## src/include/cga_defs_defs.svh

```systemverilog
// CGA sheet 33 definitions
`ifndef CGA_DEFS_DEFS_SVH
`define CGA_DEFS_DEFS_SVH

// Data path widths
`define CGA_WORD_W   16
`define CGA_CSBITS_W 64
`define CGA_LEVEL_W  4

// Bus source field, CSBITS 41..37
`define CGA_IDBS_LSB 37
`define CGA_IDBS_W   5

// Command field, CSBITS 36..32
`define CGA_COMM_LSB 32
`define CGA_COMM_W   5

// Literal field, CSBITS 15..0
`define CGA_LIT_W    16

// Microcode command codes seen on this sheet
`define CMD_NONE     5'h00
`define CMD_LOAD_PIE 5'h0A
`define CMD_LOAD_PL  5'h0B

`endif

```

## src/hw/cga_pkg.sv

```systemverilog
// CGA sheet 33 types
`default_nettype none

`include "cga_defs_defs.svh"

package cga_pkg;

  // Internal data bus word
  typedef logic [`CGA_WORD_W-1:0] word_t;

  // Raw 64-bit microword as seen on CSBITS
  typedef logic [`CGA_CSBITS_W-1:0] csbits_t;

  // Program / interrupt level number
  typedef logic [`CGA_LEVEL_W-1:0] level_t;

  // One bit per interrupt level
  typedef logic [`CGA_WORD_W-1:0] int_vec_t;

  // Sources for the internal data bus (CSIDBS)
  typedef enum logic [`CGA_IDBS_W-1:0] {
    SRC_NONE   = 5'd0,
    SRC_CD     = 5'd1,
    SRC_LIT    = 5'd2,
    SRC_PIE    = 5'd3,
    SRC_STATUS = 5'd4
  } idb_src_e;

  // Decoded microword fields used on this sheet
  typedef struct packed {
    logic [8:0]             alui;  // CSALUI, bits 63..55
    idb_src_e               idbs;  // CSIDBS, bits 41..37
    logic [`CGA_COMM_W-1:0] comm;  // CSCOMM, bits 36..32
    word_t                  lit;   // CSBIT, bits 15..0
    logic [3:0]             rb;    // CSRB, bits 19..16
  } cs_fields_t;

  // Interrupt system state
  typedef struct packed {
    int_vec_t pending;  // Latched requests
    word_t    pie;      // Enable mask
    level_t   pl;       // Current program level
    level_t   pil;      // Highest enabled pending level
  } int_state_t;

endpackage

`default_nettype wire

```

## src/hw/microword_decode.sv

```systemverilog
// Microword register and field decoder
`default_nettype none

`include "cga_defs_defs.svh"

module microword_decode
  import cga_pkg::*;
(
  input  logic       sysclk,
  input  logic       arst_n,
  input  logic       uclk,
  input  csbits_t    csbits,
  output cs_fields_t cs,
  output logic       cmd_strobe
);

  // Raw bus source code straight off the microword
  logic [`CGA_IDBS_W-1:0] idbs_raw;
  cs_fields_t             cs_d;

  assign idbs_raw = csbits[`CGA_IDBS_LSB +: `CGA_IDBS_W];

  // Field slicing
  always_comb begin
    cs_d.alui = csbits[`CGA_CSBITS_W-1 -: 9];
    cs_d.comm = csbits[`CGA_COMM_LSB +: `CGA_COMM_W];
    cs_d.lit  = csbits[`CGA_LIT_W-1:0];
    cs_d.rb   = csbits[`CGA_LIT_W +: 4];
    // Unknown source codes fall back to no source
    case (idbs_raw)
      SRC_CD:     cs_d.idbs = SRC_CD;
      SRC_LIT:    cs_d.idbs = SRC_LIT;
      SRC_PIE:    cs_d.idbs = SRC_PIE;
      SRC_STATUS: cs_d.idbs = SRC_STATUS;
      default:    cs_d.idbs = SRC_NONE;
    endcase
  end

  // Microword latch on the uclk strobe
  always_ff @(posedge sysclk or negedge arst_n) begin
    if (!arst_n) begin
      cs         <= '0;
      cmd_strobe <= 1'b0;
    end else begin
      if (uclk) begin
        cs <= cs_d;
      end
      // Command valid for one cycle after each load
      cmd_strobe <= uclk;
    end
  end

endmodule

`default_nettype wire

```

## src/hw/int_latch.sv

```systemverilog
// Interrupt request latch
`default_nettype none

module int_latch
  import cga_pkg::*;
(
  input  logic       sysclk,
  input  logic       arst_n,
  input  logic       alu_clk,
  input  logic [4:0] ibint_n,
  output int_vec_t   pending
);

  // Holding register, stands in for the 74374 on inverted ALUCLK
  // Bit 4 level 10, 3 level 11, 2 level 12, 1 level 13, 0 level 15
  // Only the five request lines of the octal latch are kept
  logic [4:0] q;
  logic [4:0] d;

  // Requests stored active high so a cleared latch means no request
  assign d = ~ibint_n;

  always_ff @(posedge sysclk or negedge arst_n) begin
    if (!arst_n) begin
      q <= '0;
    end else if (alu_clk) begin
      q <= d;
    end
  end

  // Spread latch bits onto their level positions
  always_comb begin
    pending     = '0;
    pending[10] = q[4];
    pending[11] = q[3];
    pending[12] = q[2];
    pending[13] = q[1];
    pending[15] = q[0];
  end

endmodule

`default_nettype wire

```

## src/hw/int_level.sv

```systemverilog
// Interrupt enable mask and priority encoder
`default_nettype none

`include "cga_defs_defs.svh"

module int_level
  import cga_pkg::*;
(
  input  logic       sysclk,
  input  logic       arst_n,
  input  int_vec_t   pending,
  input  cs_fields_t cs,
  input  logic       cmd_strobe,
  input  word_t      idb,
  output int_state_t state,
  output logic       intrq_n
);

  word_t  pie;
  level_t pl;
  level_t pil_d;
  level_t pil_q;

  // Command decode, then held one cycle
  logic load_pie_d;
  logic load_pl_d;
  logic load_pie;
  logic load_pl;

  always_comb begin
    load_pie_d = 1'b0;
    load_pl_d  = 1'b0;
    if (cmd_strobe) begin
      case (cs.comm)
        `CMD_LOAD_PIE: load_pie_d = 1'b1;
        `CMD_LOAD_PL:  load_pl_d  = 1'b1;
        default:       ;
      endcase
    end
  end

  // Highest enabled pending level, zero when nothing is enabled
  always_comb begin : pil_enc
    int_vec_t req;
    req   = pending & pie;
    pil_d = '0;
    for (int i = 0; i < `CGA_WORD_W; i++) begin
      if (req[i]) begin
        pil_d = level_t'(i);
      end
    end
  end

  always_ff @(posedge sysclk or negedge arst_n) begin
    if (!arst_n) begin
      load_pie <= 1'b0;
      load_pl  <= 1'b0;
      pie      <= '0;
      pl       <= '0;
      pil_q    <= '0;
      intrq_n  <= 1'b1;
    end else begin
      load_pie <= load_pie_d;
      load_pl  <= load_pl_d;
      // Registered bus catches up with the command's own source here
      if (load_pie) begin
        pie <= idb;
      end
      if (load_pl) begin
        pl <= idb[`CGA_LEVEL_W-1:0];
      end
      pil_q <= pil_d;
      // Request only above the running level
      intrq_n <= !(pil_d > pl);
    end
  end

  assign state = '{pending: pending, pie: pie, pl: pl, pil: pil_q};

endmodule

`default_nettype wire

```

## src/hw/idb_mux.sv

```systemverilog
// Internal data bus driver
`default_nettype none

module idb_mux
  import cga_pkg::*;
(
  input  logic       sysclk,
  input  logic       arst_n,
  input  cs_fields_t cs,
  input  word_t      cd,
  input  int_state_t state,
  output word_t      idb
);

  word_t idb_d;
  word_t status;
  logic  int_req;

  // Local copy of the request, same compare as in int_level
  assign int_req = state.pil > state.pl;

  // Status word
  // pil in 15..12, pl in 11..8, request in bit 0
  assign status = {state.pil, state.pl, 7'b0000000, int_req};

  // Source select from CSIDBS
  always_comb begin
    case (cs.idbs)
      SRC_NONE:   idb_d = '0;
      SRC_CD:     idb_d = cd;
      SRC_LIT:    idb_d = cs.lit;
      SRC_PIE:    idb_d = state.pie;
      SRC_STATUS: idb_d = status;
      default:    idb_d = '0;
    endcase
  end

  // Bus output register
  always_ff @(posedge sysclk or negedge arst_n) begin
    if (!arst_n) begin
      idb <= '0;
    end else begin
      idb <= idb_d;
    end
  end

endmodule

`default_nettype wire

```

## src/hw/test_mux.sv

```systemverilog
// Test port selector
`default_nettype none

module test_mux
  import cga_pkg::*;
(
  input  logic       sysclk,
  input  logic       arst_n,
  input  logic [2:0] sel_testmux,
  input  cs_fields_t cs,
  input  int_vec_t   pending,
  input  int_state_t state,
  input  logic       intrq_n,
  output logic [4:0] test_4_0
);

  logic [4:0] test_d;

  // Eight test groups
  always_comb begin
    case (sel_testmux)
      3'd0:    test_d = {pending[15], pending[13:10]};
      3'd1:    test_d = {intrq_n, state.pil};
      3'd2:    test_d = {1'b0, state.pl};
      3'd3:    test_d = cs.comm;
      3'd4:    test_d = cs.idbs;
      3'd5:    test_d = {1'b0, cs.rb};
      3'd6:    test_d = {state.pie[15], state.pie[13:10]};
      default: test_d = '0;
    endcase
  end

  always_ff @(posedge sysclk or negedge arst_n) begin
    if (!arst_n) begin
      test_4_0 <= '0;
    end else begin
      test_4_0 <= test_d;
    end
  end

endmodule

`default_nettype wire

```

## src/hw/cga_33.sv

```systemverilog
// ND120 CGA sheet 33 top
`default_nettype none

module cga_33
  import cga_pkg::*;
(
  input  logic       sysclk,
  input  logic       arst_n,
  // ALUCLK and UCLK as one-cycle strobes
  input  logic       alu_clk,
  input  logic       uclk,
  // Levels 10, 11, 12, 13, 15 from bit 4 down
  input  logic [4:0] ibint_n,
  input  csbits_t    csbits,
  input  word_t      cd,
  input  logic [2:0] sel_testmux,
  output word_t      fidb_out,
  output level_t     pil_3_0,
  output logic       intrq_n,
  output logic [4:0] test_4_0
);

  // Decoded microword
  cs_fields_t cs;
  logic       cmd_strobe;

  // Interrupt side
  int_vec_t   pending;
  int_state_t state;

  microword_decode u_microword_decode (
    .sysclk    (sysclk),
    .arst_n    (arst_n),
    .uclk      (uclk),
    .csbits    (csbits),
    .cs        (cs),
    .cmd_strobe(cmd_strobe)
  );

  int_latch u_int_latch (
    .sysclk (sysclk),
    .arst_n (arst_n),
    .alu_clk(alu_clk),
    .ibint_n(ibint_n),
    .pending(pending)
  );

  // Mask and level load from the bus output
  int_level u_int_level (
    .sysclk    (sysclk),
    .arst_n    (arst_n),
    .pending   (pending),
    .cs        (cs),
    .cmd_strobe(cmd_strobe),
    .idb       (fidb_out),
    .state     (state),
    .intrq_n   (intrq_n)
  );

  idb_mux u_idb_mux (
    .sysclk(sysclk),
    .arst_n(arst_n),
    .cs    (cs),
    .cd    (cd),
    .state (state),
    .idb   (fidb_out)
  );

  test_mux u_test_mux (
    .sysclk     (sysclk),
    .arst_n     (arst_n),
    .sel_testmux(sel_testmux),
    .cs         (cs),
    .pending    (pending),
    .state      (state),
    .intrq_n    (intrq_n),
    .test_4_0   (test_4_0)
  );

  // PIL pins
  assign pil_3_0 = state.pil;

endmodule

`default_nettype wire

```

## config.mk

```make
export PLATFORM = sky130hd
export DESIGN_NAME = cga_33
export DESIGN_NICKNAME = d
export VERILOG_FILES = /design/src/hw/cga_pkg.sv /design/src/hw/microword_decode.sv /design/src/hw/int_latch.sv /design/src/hw/int_level.sv /design/src/hw/idb_mux.sv /design/src/hw/test_mux.sv /design/src/hw/cga_33.sv
export VERILOG_INCLUDE_DIRS = /design/src /design/src/include
export SDC_FILE = /design/constraint.sdc
export NUM_CORES = 1
export LEC_CHECK = 0
export ABC_AREA = 1
export BUFFER_PORTS_ARGS = -buffer_cell sky130_fd_sc_hd__buf_2
export CORE_MARGIN = 2
export CORE_UTILIZATION = 45
export CTS_BUF_LIST = sky130_fd_sc_hd__clkbuf_4 sky130_fd_sc_hd__clkbuf_8
export CTS_CLUSTER_SIZE = 20
export DETAILED_ROUTE_END_ITERATION = 8
export GPL_TIMING_DRIVEN = 0
export PLACE_DENSITY = 0.74
export RECOVER_POWER = 100
export SLEW_MARGIN = 20
export SYNTH_ARGS = -nofsm -noshare
export SYNTH_HDL_FRONTEND = slang
export SYNTH_SLANG_ARGS = --single-unit
```

## constraint.sdc

```tcl
create_clock -name sysclk -period 2 [get_ports sysclk]
set_clock_uncertainty 0.1 [all_clocks]
set_input_delay 0.5 -clock sysclk [delete_from_list [all_inputs] [get_ports sysclk]]
set_output_delay 0.5 -clock sysclk [all_outputs]
set_load 0.02 [all_outputs]
```

# After elaboration in Yosys (flattened, before gate mapping)
# Index checks and enable logic that the tools add are counted.
[word_totals] reg_bits=84 in_bits=92 out_inout_bits=26 wordCells=58
[op_classes] order_cmp=2 eq_ne=16 mux=22 bitwise_logic=2 reduce_logical=2
[op_table] operator="$pmux W16 S4" n=1
[op_table] operator="$pmux W5 S7" n=1
[op_table] operator="$mux W4" n=8
[op_table] operator="$eq A5 B2 Y1 const B" n=4
[op_table] operator="$and A16 B16 Y16" n=1
[op_table] operator="$mux W3" n=4
[op_table] operator="$pmux W3 S4" n=1
[op_table] operator="$eq A5 B1 Y1 const B" n=2
[op_table] operator="$eq A5 B3 Y1 const B" n=2
[op_table] operator="$eq A5 B4 Y1 const B" n=2
[op_table] operator="$eq A3 B3 Y1 const B" n=3
[op_table] operator="$gt A4 B4 Y1" n=2
[op_table] operator="$eq A3 B2 Y1 const B" n=2
[op_table] operator="$mux W1" n=5
[op_table] operator="$not A5 Y5" n=1
[op_table] operator="$mux W2" n=2
[op_table] operator="$eq A3 B1 Y1 const B" n=1
[op_table] operator="$logic_not A3 Y1" n=1
[op_table] operator="$logic_not A1 Y1" n=1

# Longest topological paths before layout
[logic_depth] word_depth=18 ltp_mapped=9 mapped_depth_nobuf=9

# Modules after synthesis
# A second synthesis with hierarchy kept.
[hier_totals] hier_cells=555 area_unflattened_um2=4735.8
[by_module_without_submodules] mod="microword_decode" instances=1 cells_each=169 area_per_inst_um2=1495.2
[by_module_without_submodules] mod="int_level" instances=1 cells_each=135 area_per_inst_um2=1346.3
[by_module_without_submodules] mod="idb_mux" instances=1 cells_each=129 area_per_inst_um2=1094.8
[by_module_without_submodules] mod="test_mux" instances=1 cells_each=84 area_per_inst_um2=509.2
[by_module_without_submodules] mod="int_latch" instances=1 cells_each=38 area_per_inst_um2=290.3

# Worst setup path after synthesis
# Ideal clock, no wire load.
[synth_timing] kind="register to register" from="reg u_int_level.pie[15]" to="reg u_int_level.intrq_n" setup_time_ns=0.081 arrival_time_ns=1.227 required_ns=1.819 path_slack_ns=0.592 stages_incl_launch_ff=9 path_buffers=0 path_cell_list="dfrtp_1 nand2_1 inv_1 nor2_1 nand2_1 ha_1 nand2_1 o21ai_0 nand2_1"
[synth_via] elab_chain_cells=4
[synth_rtl] element="start, declared" line="int_level.sv:19" text="word_t pie;"
[synth_rtl] element="start signal, assigned" line="int_level.sv:67" text="pie <= idb;"
[synth_rtl] element="$and A16 B16 Y16" line="int_level.sv:45" text="req = pending & pie;"
[synth_rtl] element="$mux W4" line="int_level.sv:48" text="if (req[i]) begin"
[synth_rtl] element="named net u_int_level.pil_d[3]" line="int_level.sv:21" text="level_t pil_d;"
[synth_rtl] element="$gt A4 B4 Y1" line="int_level.sv:74" text="intrq_n <= !(pil_d > pl);"
[synth_rtl] element="$logic_not A1 Y1" line="int_level.sv:74"
[synth_rtl] element="end signal, assigned" line="int_level.sv:74"
[synth_rtl] element="end, declared" line="int_level.sv:16" text="output logic intrq_n"
# The timed path passes the listed nets, and every way through them passes these cells.
# A chain may end at the register's enable or synchronous reset.

# Worst setup path after layout
[layout_timing] from="reg u_int_level.pil_q[3]" to="out pil_3_0[3]"
[layout_lines] element="start, declared" line="int_level.sv:22" text="level_t pil_q;"
[layout_lines] element="start signal, assigned" line="int_level.sv:72" text="pil_q <= pil_d;"
[layout_lines] element="end, declared" line="cga_33.sv:18" text="output level_t pil_3_0,"
# No word-level cell between the ends.

==> results.cfg <==
[clock_tree]
cts_tree = done
post_cts_buffers = 0
hold_buffers = 1
cts_sinks = 82
htreeDepth = 3
cts_resized = 0
worst_skew_pair.late_latency_ns = 0.34
clkTransAtPathRegs_ns = 0.08
cts_buffer_depth = 2
root_buffer = clkbuf_8
cts_buffers = 9

[synth]
netlist_instances = 465
synth_seq_area_share_pct = 53.2
ys_warn_count = 0
synth_compound_area_share_pct = 4.90
synth_xor_area_share_pct = 0
ys_types = 23
syn-cell-area_mm2 = 0.00386
yosys.area_share.simple_pct = 27.7
synth_fp_nets = 565
avgSynthCellArea_um2 = 8.30
synthAdderAreaFrac_pct = 2.59
synthMuxAreaShare_pct = 2.63
synth_top_family_by_area = simple AND/OR/NAND/NOR gates
synth_seq_cells = 82

[floorplan]
die_h_um = 96.6
core_area_mm2 = 0.00826
pin_count = 118
rows = 33
start_util_pct = 46.7
die-area_mm2 = 0.00933
die_w_um = 96.6

[drt]
ant_nets = 0
viasPerCell = 4.93
firstDrtPassIters = 4
drt_drc_violations_left = 0
vias = 3306
dr.first_iter.drc_count = 265
wl_per_cell_um = 13.9
wl_um = 9300

[timing]
tightest_slew_ns = 0.761
fmax_ghz = 0.569
final.setup.worst_slack_ns = 0.243
finalMaxSlewViolations = 0
finalWorstPathRequiredPeriod_ns = 1.76
slew_headroom_pct = 49.2
rsz0062_at_grt = no
setup_viol = 0
report.final.hold_viol_count = 0
finalCritPeriodShare_pct = 87.9

[setup_path]
critPathKind = reg -> out
worst_path_dominant_cell_family = flip-flops
worst_setup_path_start_kind = flop
reg2reg_from = u_int_level.load_pie$_DFF_PN0_
r2r_slack_ns = 0.35
crit_buf_inv = 2
max_stage_delay_ns = 0.46
worst_ep_required_time_ns = 1.40
endpoint_kind = output port
timing.rr.end = u_int_level.pie[4]$_DFFE_PN0P_
worstPathCellList = buf_4 > clkbuf_1
worstRegToRegCells = 3
critPathArrivalTime_ns = 1.16
slowest_stage = dfrtp_1
worst-path-max-fanout = 4

[job]
cap_violations = 0

[min_path]
whs_path_depth = 2
hold_path_class = in -> reg
hp-start = ibint_n[0]
min_delay_worst_endpoint = u_int_latch.q[0]$_DFFE_PN0P_

[global_routing]
overflow = 0
grt_pass1_vias = 3204
grt_pass1_wl_um = 15400
use_met1_pct = 32.1
grt_usage_pct = 21.8
antenna_found_initial = 0
grt_max_degree = 56
grt.met3_usage_pct = 2.40
top_usage_layer = met2
grt_use_met2_pct = 33.4

[final_layout]
area_growth_pct = 19.7
num_antenna_cells = 0
nets = 660
drive_gt1_share_pct = 17.7

[pwr]
p_leak_nw = 2.45
p_per_area_mw_per_mm2 = 799
finalPower_mw = 3.69
peakVddDrop_uv = 402

[run_status]
outcome = finished, final reports clean

[placed_design]
portBuffers = 82
hpwl_um = 7100
gp_congestion = 0.881
place_ws_ns = 0.381
==> worst max path at each step <==
stage	from	end	slack (ns)	cells past startpoint
after detailed placement	u_int_latch.q[2]$_DFFE_PN0P_	u_int_level.intrq_n$_DFF_PN1_	0.38	8
after global placement	arst_n	u_int_level.pie[8]$_DFFE_PN0P_	-0.25	1
final	u_int_level.pil_q[3]$_DFF_PN0_	pil_3_0[3]	0.24	2
after global routing	u_int_level.pil_q[3]$_DFF_PN0_	pil_3_0[3]	0.18	2
after CTS	u_int_level.pil_q[3]$_DFF_PN0_	pil_3_0[3]	0.28	2
after floorplan	u_int_level.pie[15]$_DFFE_PN0P_	u_int_level.intrq_n$_DFF_PN1_	0.59	8
==> cells in the mapped netlist (all sizes together) <==
cell | n | area [um^2]
nand2 | 165 | 619
a21oi | 4 | 20.0
clkinv | 2 | 7.51
dfrtp | 81 | 2030
mux2 | 9 | 101
nor3 | 1 | 10.0
nor2 | 20 | 80.1
o22ai | 3 | 18.8
clkbuf | 6 | 23.8
nand4 | 30 | 188
ha | 8 | 100
buf | 16 | 98.9
nand3 | 30 | 160
dfstp | 1 | 26.3
o21ai | 30 | 150
nor4 | 2 | 12.5
inv | 57 | 214
==> power by group <==
group          internal (mW)  switching, mW
logic                  0.178          0.307
registers               1.78         0.0858
clock network          0.748          0.589
==> cell usage in the layout, fill, tap and decap left out, drive strengths merged <==
master	n
clkinv	4
o22ai	3
mux2	9
ha	8
dlygate4sd3	1
o21ai	30
clkbuf	50
a21oi	4
nor4	2
clkinvlp	1
dfrtp	81
nand3	30
nor2	20
nor3	1
nand4	30
dfstp	1
nand2	165
inv	57
bufinv	2
buf	66
==> state kept, by name, indices dropped and copies added, names as in the netlist, 4 cells and up <==
signal	flops
u_microword_decode.cs	28
u_idb_mux.idb	16
u_int_level.pie	16
u_int_latch.q	5
u_test_mux.test_4_0	5
u_int_level.pil_q	4
u_int_level.pl	4
==> final cells by class <==
class | instances | area [um^2]
fill | 778 | 3640
sequential | 82 | 2050
multi-input combinational | 302 | 1460
timing repair buffer | 84 | 413
inverter | 59 | 221
clock buffer | 11 | 145
tap | 105 | 131
buffer | 22 | 118
clock inverter | 5 | 77.6
==> routing by layer <==
layer / share of wire, % / wire length, um
met1: 48 / 4480
met4: 1.1 / 103
met5: 0 / 0
met3: 4.9 / 458
met2: 46 / 4250
==> metrics by stage <==
step                hold WS (ns)  std cells  TNS (ns)  util (%)  cell area, um^2
floorplan                  0.104        465         0         -             3860
global placement           0.350        652    -20.03      53.3             4400
detailed placement         0.355        653         0      53.6             4430
CTS                        0.213        670         0      56.5             4660
global route               0.239        670         0      55.9             4620
finish                     0.241        670         0      55.9             4620
==> kinds of logic after synthesis <==
family                   Yosys count
AND/OR/NAND/NOR                  248
flip-flops                        82
buffers and inverters             81
AO/OA/AOI/OAI                     37
multiplexers                       9
adder cells (fa/ha/maj)            8
==> worst reg2reg max path, delay by kind of cell, from the launching register on <==
kind | cells | cell delay, ns
multiplexers | 1 | 0.40
buffers and inverters | 2 | 0.72
flip-flops | 1 | 0.34
(Power assumes the default switching activity.)
